[src/logic/rx_consts.svh]
////////////////////
// sizes for the receive chain, fixed at build time
// RX_SEL_W must cover 2*RX_CHANNELS mux inputs
////////////////////
`ifndef RX_CONSTS_SVH
`define RX_CONSTS_SVH

// physical and logical channel count
`define RX_CHANNELS 2
// samples per word per cycle
`define RX_PAR_SAMPLES 2
// bits per sample
`define RX_SAMPLE_W 16
// sparse buffer rows (stamp + samples each)
`define RX_BUF_ROWS 32
// time count width, plus channel bit fills a stamp word
`define RX_TIME_W 31
// bits per logical channel select
`define RX_SEL_W 2

`endif
[src/logic/rx_pkg.sv]
////////////////////
// shared data types for the receive chain
// stamp_t must be as wide as word_t for the readout union
////////////////////
`include "rx_consts.svh"

package rx_pkg;

  // one signed adc sample
  typedef logic signed [`RX_SAMPLE_W-1:0] sample_t;

  // one cycle of samples, sample 0 oldest in the low bits
  typedef sample_t [`RX_PAR_SAMPLES-1:0] word_t;

  // logical channel index
  typedef logic [$clog2(`RX_CHANNELS)-1:0] chan_t;

  typedef struct packed {
    chan_t                  channel; // msb
    logic [`RX_TIME_W-1:0]  tstamp;  // cycles since start
  } stamp_t;

  // readout word, stamp half or sample half of a row
  typedef union packed {
    word_t  samples;
    stamp_t stamp;
  } buf_word_u;

  // one buffer entry
  typedef struct packed {
    stamp_t stamp;
    word_t  samples;
  } buf_row_t;

endpackage

[src/logic/rx_top.sv]
////////////////////
// receive chain top, single adc_clk domain
// no back-pressure, readout words must be taken as they come
////////////////////
`timescale 1ns/1ps
`include "rx_consts.svh"

module rx_top (
  input  logic                                   adc_clk,
  input  logic                                   adc_reset,
  input  rx_pkg::word_t [`RX_CHANNELS-1:0]       adc_data_i,
  input  logic [`RX_CHANNELS-1:0]                adc_valid_i,
  input  logic                                   cfg_write_i,
  input  logic [`RX_CHANNELS-1:0][`RX_SEL_W-1:0] cfg_mux_sel_i,
  input  rx_pkg::sample_t [`RX_CHANNELS-1:0]     cfg_threshold_i,
  input  logic                                   start_i,
  input  logic                                   stop_i,
  input  logic                                   readout_start_i,
  output logic [$bits(rx_pkg::buf_word_u)-1:0]   dout_o,
  output logic                                   dout_valid_o,
  output logic                                   dout_last_o,
  output logic                                   capture_done_o,
  output logic [$clog2(`RX_BUF_ROWS+1)-1:0]      write_depth_o
);

  rx_pkg::word_t [`RX_CHANNELS-1:0]  diff_data;   // differentiator outputs
  logic [`RX_CHANNELS-1:0]           diff_valid;
  rx_pkg::word_t [`RX_CHANNELS-1:0]  mux_data;    // logical channels
  logic [`RX_CHANNELS-1:0]           mux_valid;
  logic [`RX_CHANNELS-1:0]           disc_keep;
  rx_pkg::stamp_t [`RX_CHANNELS-1:0] disc_stamp;
  rx_pkg::word_t [`RX_CHANNELS-1:0]  disc_data;

  ////////////////////
  // per channel math
  ////////////////////
  for (genvar c = 0; c < `RX_CHANNELS; c++) begin : g_diff
    rx_differentiator i_diff (
      .adc_clk   (adc_clk),
      .adc_reset (adc_reset),
      .data_i    (adc_data_i[c]),
      .valid_i   (adc_valid_i[c]),
      .data_o    (diff_data[c]),
      .valid_o   (diff_valid[c])
    );
  end

  // raw and differentiated streams into logical channels
  rx_channel_mux i_mux (
    .adc_clk       (adc_clk),
    .adc_reset     (adc_reset),
    .raw_i         (adc_data_i),
    .diff_i        (diff_data),
    .raw_valid_i   (adc_valid_i),
    .diff_valid_i  (diff_valid),
    .cfg_write_i   (cfg_write_i),
    .cfg_mux_sel_i (cfg_mux_sel_i),
    .data_o        (mux_data),
    .valid_o       (mux_valid)
  );

  rx_discriminator i_disc (
    .adc_clk         (adc_clk),
    .adc_reset       (adc_reset),
    .data_i          (mux_data),
    .valid_i         (mux_valid),
    .cfg_write_i     (cfg_write_i),
    .cfg_threshold_i (cfg_threshold_i),
    .start_i         (start_i),
    .keep_o          (disc_keep),
    .stamp_o         (disc_stamp),
    .data_o          (disc_data)
  );

  rx_sample_buffer i_buf (
    .adc_clk         (adc_clk),
    .adc_reset       (adc_reset),
    .keep_i          (disc_keep),
    .stamp_i         (disc_stamp),
    .data_i          (disc_data),
    .start_i         (start_i),
    .stop_i          (stop_i),
    .readout_start_i (readout_start_i),
    .dout_o          (dout_o),
    .dout_valid_o    (dout_valid_o),
    .dout_last_o     (dout_last_o),
    .capture_done_o  (capture_done_o),
    .write_depth_o   (write_depth_o)
  );

endmodule

[src/logic/rx_sample_buffer.sv]
////////////////////
// stores kept words as stamp/sample rows until full or stopped
// readout only after capture is done, two words per row
////////////////////
`timescale 1ns/1ps
`include "rx_consts.svh"

module rx_sample_buffer (
  input  logic                               adc_clk,
  input  logic                               adc_reset,
  input  logic [`RX_CHANNELS-1:0]            keep_i,
  input  rx_pkg::stamp_t [`RX_CHANNELS-1:0]  stamp_i,
  input  rx_pkg::word_t [`RX_CHANNELS-1:0]   data_i,
  input  logic                               start_i,
  input  logic                               stop_i,
  input  logic                               readout_start_i,
  output rx_pkg::buf_word_u                  dout_o,
  output logic                               dout_valid_o,
  output logic                               dout_last_o,
  output logic                               capture_done_o,
  output logic [$clog2(`RX_BUF_ROWS+1)-1:0]  write_depth_o
);

  import rx_pkg::*;

  localparam int AW = $clog2(`RX_BUF_ROWS);    // row address
  localparam int DW = $clog2(`RX_BUF_ROWS+1);  // row count incl. full

  buf_row_t mem [`RX_BUF_ROWS];

  logic                             armed_q;  // accepting rows
  logic                             done_q;   // capture finished
  logic [DW-1:0]                    wp_q;     // rows written
  logic [DW-1:0]                    wp_next;
  logic [`RX_CHANNELS-1:0]          wr_en;
  logic [`RX_CHANNELS-1:0][AW-1:0]  wr_addr;

  logic          rd_active_q;  // sequencer running
  logic [AW-1:0] rd_row_q;
  logic          rd_half_q;    // 0 stamp, 1 samples
  logic          rd_start;
  logic          rd_last;
  buf_row_t      row_q;        // registered memory read
  logic          half_q;

  ////////////////////
  // row allocation
  ////////////////////
  // channel 0 first, overflow rows dropped
  always_comb begin : alloc
    logic [DW-1:0] slot;
    slot = wp_q;
    for (int c = 0; c < `RX_CHANNELS; c++) begin
      wr_en[c]   = 1'b0;
      wr_addr[c] = slot[AW-1:0];
      if (armed_q && keep_i[c] && (slot < DW'(`RX_BUF_ROWS))) begin
        wr_en[c] = 1'b1;
        slot     = slot + 1'b1;
      end
    end
    wp_next = slot;
  end

  // memory and read stage, no reset
  always_ff @(posedge adc_clk) begin
    for (int c = 0; c < `RX_CHANNELS; c++) begin
      if (wr_en[c]) begin
        mem[wr_addr[c]] <= buf_row_t'{stamp: stamp_i[c], samples: data_i[c]};
      end
    end
    row_q  <= mem[rd_row_q];
    half_q <= rd_half_q;
  end

  // capture control
  always_ff @(posedge adc_clk) begin
    if (adc_reset) begin
      armed_q <= 1'b0;
      done_q  <= 1'b0;
      wp_q    <= '0;
    end else if (start_i) begin
      armed_q <= 1'b1; // empty and arm
      done_q  <= 1'b0;
      wp_q    <= '0;
    end else if (armed_q) begin
      wp_q <= wp_next; // stop cycle still writes
      if (stop_i || (wp_next == DW'(`RX_BUF_ROWS))) begin
        armed_q <= 1'b0;
        done_q  <= 1'b1;
      end
    end
  end

  assign capture_done_o = done_q;
  assign write_depth_o  = wp_q;

  ////////////////////
  // readout sequencer
  ////////////////////
  assign rd_start = readout_start_i && done_q && !rd_active_q && (wp_q != '0);
  assign rd_last  = rd_half_q && ({1'b0, rd_row_q} == wp_q - 1'b1); // sample half of last row

  always_ff @(posedge adc_clk) begin
    if (adc_reset) begin
      rd_active_q  <= 1'b0;
      rd_row_q     <= '0;
      rd_half_q    <= 1'b0;
      dout_valid_o <= 1'b0;
      dout_last_o  <= 1'b0;
    end else begin
      dout_valid_o <= rd_active_q; // lines up with row_q
      dout_last_o  <= rd_active_q && rd_last;
      if (start_i) begin
        rd_active_q <= 1'b0; // new capture aborts readout
      end else if (rd_start) begin
        rd_active_q <= 1'b1;
        rd_row_q    <= '0;
        rd_half_q   <= 1'b0;
      end else if (rd_active_q) begin
        rd_half_q <= ~rd_half_q;
        if (rd_last) begin
          rd_active_q <= 1'b0;
        end else if (rd_half_q) begin
          rd_row_q <= rd_row_q + 1'b1; // next row after sample half
        end
      end
    end
  end

  // same word seen as stamp or as samples
  always_comb begin
    if (half_q) begin
      dout_o.samples = row_q.samples;
    end else begin
      dout_o.stamp = row_q.stamp;
    end
  end

endmodule

[src/logic/rx_discriminator.sv]
////////////////////
// keeps words with any sample strictly above the channel threshold
// default threshold is the max sample, so nothing passes until configured
////////////////////
`timescale 1ns/1ps
`include "rx_consts.svh"

module rx_discriminator (
  input  logic                               adc_clk,
  input  logic                               adc_reset,
  input  rx_pkg::word_t [`RX_CHANNELS-1:0]   data_i,
  input  logic [`RX_CHANNELS-1:0]            valid_i,
  input  logic                               cfg_write_i,
  input  rx_pkg::sample_t [`RX_CHANNELS-1:0] cfg_threshold_i,
  input  logic                               start_i,
  output logic [`RX_CHANNELS-1:0]            keep_o,
  output rx_pkg::stamp_t [`RX_CHANNELS-1:0]  stamp_o,
  output rx_pkg::word_t [`RX_CHANNELS-1:0]   data_o
);

  import rx_pkg::*;

  sample_t [`RX_CHANNELS-1:0] thresh_q;
  logic [`RX_TIME_W-1:0]      time_q;   // free running after start
  logic [`RX_CHANNELS-1:0]    hit;      // some sample over threshold

  ////////////////////
  // threshold compare
  ////////////////////
  always_comb begin
    for (int c = 0; c < `RX_CHANNELS; c++) begin
      hit[c] = 1'b0;
      for (int k = 0; k < `RX_PAR_SAMPLES; k++) begin
        if ($signed(data_i[c][k]) > $signed(thresh_q[c])) begin // signed compare
          hit[c] = 1'b1;
        end
      end
    end
  end

  // config and time count
  always_ff @(posedge adc_clk) begin
    if (adc_reset) begin
      for (int c = 0; c < `RX_CHANNELS; c++) begin
        thresh_q[c] <= {1'b0, {(`RX_SAMPLE_W-1){1'b1}}}; // most positive value
      end
      time_q <= '0;
    end else begin
      if (cfg_write_i) begin
        thresh_q <= cfg_threshold_i;
      end
      if (start_i) begin
        time_q <= '0; // zero on the cycle after start
      end else begin
        time_q <= time_q + 1'b1;
      end
    end
  end

  always_ff @(posedge adc_clk) begin
    if (adc_reset) begin
      keep_o <= '0;
    end else begin
      keep_o <= valid_i & hit; // one pulse per kept word
    end
  end

  ////////////////////
  // stamp and word, aligned with keep_o
  ////////////////////
  always_ff @(posedge adc_clk) begin
    data_o <= data_i;
    for (int c = 0; c < `RX_CHANNELS; c++) begin
      stamp_o[c].channel <= chan_t'(c);
      stamp_o[c].tstamp  <= time_q; // time the word entered
    end
  end

endmodule

[src/logic/rx_channel_mux.sv]
////////////////////
// picks raw (0..N-1) or differentiated (N..2N-1) input per logical channel
// select takes effect on the cycle after cfg_write_i
////////////////////
`timescale 1ns/1ps
`include "rx_consts.svh"

module rx_channel_mux (
  input  logic                                     adc_clk,
  input  logic                                     adc_reset,
  input  rx_pkg::word_t [`RX_CHANNELS-1:0]         raw_i,
  input  rx_pkg::word_t [`RX_CHANNELS-1:0]         diff_i,
  input  logic [`RX_CHANNELS-1:0]                  raw_valid_i,
  input  logic [`RX_CHANNELS-1:0]                  diff_valid_i,
  input  logic                                     cfg_write_i,
  input  logic [`RX_CHANNELS-1:0][`RX_SEL_W-1:0]   cfg_mux_sel_i,
  output rx_pkg::word_t [`RX_CHANNELS-1:0]         data_o,
  output logic [`RX_CHANNELS-1:0]                  valid_o
);

  import rx_pkg::*;

  word_t [2*`RX_CHANNELS-1:0]            src_data;  // all mux inputs
  logic  [2*`RX_CHANNELS-1:0]            src_valid;
  logic  [`RX_CHANNELS-1:0][`RX_SEL_W-1:0] sel_q;   // latched selects

  // raw in the low half, differentiated in the high half
  assign src_data  = {diff_i, raw_i};
  assign src_valid = {diff_valid_i, raw_valid_i};

  ////////////////////
  // select registers
  ////////////////////
  always_ff @(posedge adc_clk) begin
    if (adc_reset) begin
      for (int c = 0; c < `RX_CHANNELS; c++) begin
        sel_q[c] <= `RX_SEL_W'(c); // identity map
      end
    end else if (cfg_write_i) begin
      sel_q <= cfg_mux_sel_i;
    end
  end

  // routed words, no reset needed on data
  always_ff @(posedge adc_clk) begin
    for (int c = 0; c < `RX_CHANNELS; c++) begin
      data_o[c] <= src_data[sel_q[c]];
    end
  end

  always_ff @(posedge adc_clk) begin
    if (adc_reset) begin
      valid_o <= '0;
    end else begin
      for (int c = 0; c < `RX_CHANNELS; c++) begin
        valid_o[c] <= src_valid[sel_q[c]]; // valid follows its word
      end
    end
  end

endmodule

[src/logic/rx_differentiator.sv]
////////////////////
// first difference per sample, wraps on overflow
// history only advances on valid words
////////////////////
`timescale 1ns/1ps
`include "rx_consts.svh"

module rx_differentiator (
  input  logic          adc_clk,
  input  logic          adc_reset,
  input  rx_pkg::word_t data_i,
  input  logic          valid_i,
  output rx_pkg::word_t data_o,
  output logic          valid_o
);

  import rx_pkg::*;

  sample_t prev_sample; // last sample of previous valid word
  word_t   diff;

  // sample k minus sample k-1 within the word
  always_comb begin
    diff[0] = data_i[0] - prev_sample; // crosses word boundary
    for (int k = 1; k < `RX_PAR_SAMPLES; k++) begin
      diff[k] = data_i[k] - data_i[k-1];
    end
  end

  // difference register, payload only
  always_ff @(posedge adc_clk) begin
    data_o <= diff;
  end

  always_ff @(posedge adc_clk) begin
    if (adc_reset) begin
      valid_o     <= 1'b0;
      prev_sample <= '0; // first word sees zero history
    end else begin
      valid_o <= valid_i;
      if (valid_i) begin
        prev_sample <= data_i[`RX_PAR_SAMPLES-1]; // newest sample
      end
    end
  end

endmodule

[config.mk]
export PLATFORM = sky130hd
export DESIGN_NAME = rx_top
export DESIGN_NICKNAME = d
export VERILOG_FILES = /design/src/logic/rx_pkg.sv /design/src/logic/rx_top.sv /design/src/logic/rx_sample_buffer.sv /design/src/logic/rx_discriminator.sv /design/src/logic/rx_channel_mux.sv /design/src/logic/rx_differentiator.sv
export VERILOG_INCLUDE_DIRS = /design/src /design/src/logic
export SDC_FILE = /design/constraint.sdc
export NUM_CORES = 2
export LEC_CHECK = 0
export BUFFER_PORTS_ARGS = -buffer_cell sky130_fd_sc_hd__buf_4
export CORE_MARGIN = 2
export CORE_UTILIZATION = 69
export CTS_BUF_LIST = sky130_fd_sc_hd__clkbuf_16
export CTS_CLUSTER_DIAMETER = 80
export CTS_CLUSTER_SIZE = 30
export DETAILED_ROUTE_END_ITERATION = 16
export PLACE_DENSITY = 0.94
export SLEW_MARGIN = 20
export SYNTH_ARGS = -nofsm -noshare
export SYNTH_HDL_FRONTEND = slang
export SYNTH_HIERARCHICAL = 1
export SYNTH_SLANG_ARGS = --single-unit
[constraint.sdc]
create_clock -name adc_clk -period 12.2 [get_ports adc_clk]
set_clock_uncertainty 0.15 [all_clocks]
set_input_delay 1.22 -clock adc_clk [delete_from_list [all_inputs] [get_ports adc_clk]]
set_output_delay 1.22 -clock adc_clk [all_outputs]
set_load 0.02 [all_outputs]
==> qor.yml <==
maxCapViolations: 0
endpoint_kind: "register"
drive_above_1_share_pct: 49.7
ys_seq_elements: 2458
grt_max_degree: 130
overflow: 0
cts_tree: "built"
setup-violations-final: 0
dieHeight_um: 424
critPathMostFrequentCell: "ha_1"
synth_area_um2: 121000
regArea_um2: 69800
grt_pass1_vias: 69000
power.leakage_nw: 44.6
crit_path_end: "i_buf/mem[29][30]$_DFFE_PP_"
grt_pass1_wl_mm: 479
routed_wirelength_mm: 334
synth_top_area_share_pct: 50.6
hold_violations: 0
fin_hold_ws_ns: 0.211
async_flop_share_pct: 0
synthMostInstantiatedCell: "mux2_2"
post_cts_buffers: 0
arrival_ns: 6.15
place_inst: 9100
r2r_cells: 8
crit_start: "i_buf/write_depth_o[0]$_SDFFE_PP0P_"
cts_root_buffer: "clkbuf_16"
outcome: "finished, final reports clean"
pin_count: 149
instances_no_fill: 9331
power.total_mw: 15.8
insertion_delay_ns: 0.82
vias: 68900
core_um2: 174000
yosysTopAreaCell: "edfxtp_1"
grtUsageTotal_pct: 37.0
detail-route-antenna-nets: 0
vdd_ir_drop_max_uv: 160
worst-path-max-fanout: 43
syn_nets: 7588
clock_path_buffers: 3
grt_setup_unrepaired: "false"
finalNetCount: 7143
syn2layout_area_growth_pct: 5.39
dr.first_iter.drc_count: 10600
place_hpwl_mm: 197
synth_warnings: 6
ys_seq_area_share_pct: 57.4
syn-mean-instance-area_um2: 16.5
reg2reg_from: "i_buf/write_depth_o[0]$_SDFFE_PP0P_"
pwr_density_cell_nw_per_um2: 123
synth_ff_type: "edfxtp_1"
path_cells: "inv_1 > ha_1 > nand2_1 > a21boi_0 > ha_1 > nand3_4 > o21ai_4 > buf_4"
io_buffers: 148
crit_type: "register to register"
antenna_found_initial: 25
drc: 0
drt-wirelength-per-cell_um: 35.8
hp-class: "register to register"
synth_commonest_cells: "2132 x mux2_2, 2048 x edfxtp_1, 700 x mux4_2"
multi_input_area_um2: 48100
rows: 153
fin_util_pct: 73.4
synth_area_leaders: "edfxtp_1 51%, mux2_2 20%, mux4_2 13%, dfxtp_1 6.8%, clkbuf_1 1.6%"
r2r_end: "i_buf/mem[29][30]$_DFFE_PP_"
cts_hold_buf: 0
place_congestion: 0.930
finalCritPeriodShare_pct: 48.1
die_w_um: 424
drt_pre_antenna_iters: 6
maxSlewViolCount: 0
slowest_stage: "buf_4"
start_util_pct: 69.6
synth_edf_count: 2048
viasPerCell: 7.39
cpPeakStageDelay_ns: 0.93
cp-start-kind: "register"
ff2ff_setup_slack_ns: 6.33
cts_sinks: 2458
netlist_instances: 7341
setup_tns_ns: 0
htreeDepth: 3
ys_types: 79
max-slew-margin-rel_pct: 10.0
max_freq_mhz: 170
num-fill-cells: 9477
period_needed_ns: 5.87
cts_made_buffers: 116
die_area_um2: 179000
cts.repair.resized: 0
clk_transition_reported_paths_ns: 0.10
worst_slew_pin_slew_ns: 1.35
cp.required_ns: 12.48
-- metrics by stage --
stage	setup slack, ns	cell area (µm²)
floorplan	5.81	121000
finish	6.33	128000
CTS	6.58	128000
detailed placement	6.61	124000
global placement	6.63	124000
global route	6.27	128000
-- power breakdown --
group / switching (mW) / total (mW) / internal (mW)
Combinational: 0.539 / 1.14 / 0.598
Clock: 2.90 / 5.02 / 2.12
Sequential: 0.335 / 9.59 / 9.26
-- cell type report --
cell class / count / share of cell area [%]
clock buffer: 121 / 2.37
sequential: 2458 / 54.5
inverter: 125 / 0.367
antenna: 8 / 0.0156
multi-input combinational: 3897 / 37.6
timing repair buffer: 298 / 1.88
tap: 2325 / 2.27
clock inverter: 99 / 0.951
-- sequential cells by signal, summed over array words and instances (netlist names), 6 cells and up --
register and flops:
i_mux/data_o 64, i_buf/mem 2048, i_disc/time_q 31, i_disc/thresh_q 32, i_disc/data_o 64, g_diff.i_diff/prev_sample 32
i_buf/row_q 64, i_buf/write_depth_o 6, g_diff.i_diff/data_o 64, i_disc/stamp_o 31
-- worst max-delay path, delay by kind of cell, from the launching register on --
kind / cells / cell delay, ns
flip-flops: 1 / 0.62
buffers and inverters: 2 / 1.09
adder cells (fa/ha/maj): 2 / 1.23
AND/OR/NAND/NOR: 2 / 0.91
AO/OA/AOI/OAI: 2 / 1.43
-- layout by cell type, fill, tap and decap left out, drive strengths merged, types with 98 or more instances in the layout --
master / n
edfxtp: 2048
nand2: 114
inv: 180
mux4: 706
dfxtp: 410
a21oi: 98
buf: 298
mux2: 2146
nor2: 129
ha: 135
clkbuf: 121
-- routing by layer --
| layer | routed length (µm) | global-route usage [%] | part of all wire, % |
|---|---|---|---|
| met1 | 112000 | 48.5 | 34 |
| met2 | 154000 | 56.8 | 46 |
| met3 | 42100 | 8.34 | 13 |
| met4 | 25400 | 23.4 | 7.6 |
| met5 | 102 | 0 | 0.031 |
-- worst min path at each step --
stage / from / cells past startpoint / endpoint / slack [ns]
2_1_floorplan: i_mux/data_o[0]$_DFF_P_ / 0 / i_disc/data_o[0]$_DFF_P_ / 0.18
3_3_place_gp: i_mux/data_o[18]$_DFF_P_ / 0 / i_disc/data_o[18]$_DFF_P_ / 0.20
3_5_place_dp: i_mux/data_o[10]$_DFF_P_ / 0 / i_disc/data_o[10]$_DFF_P_ / 0.19
4_1_cts: i_mux/data_o[10]$_DFF_P_ / 0 / i_disc/data_o[10]$_DFF_P_ / 0.21
5_1_grt: i_mux/data_o[35]$_DFF_P_ / 0 / i_disc/data_o[35]$_DFF_P_ / 0.21
6_report: i_mux/data_o[10]$_DFF_P_ / 0 / i_disc/data_o[10]$_DFF_P_ / 0.21
-- kinds of logic (layout without fill, tap and decap cells) --
logic type,after synthesis,in the layout,synth area share [%]
adders and majority gates,139,139,1.46
DFF,2458,2458,57.4
AOI/OAI and AO/OA,328,328,1.75
xor gates and xnor gates,88,88,0.646
buffers and inverters,986,643,3.54
muxes,2895,2895,33.4
and+or+nand+nor,445,445,1.83
other,2,10,0.00618
Power figures use the tool's default switching activity.
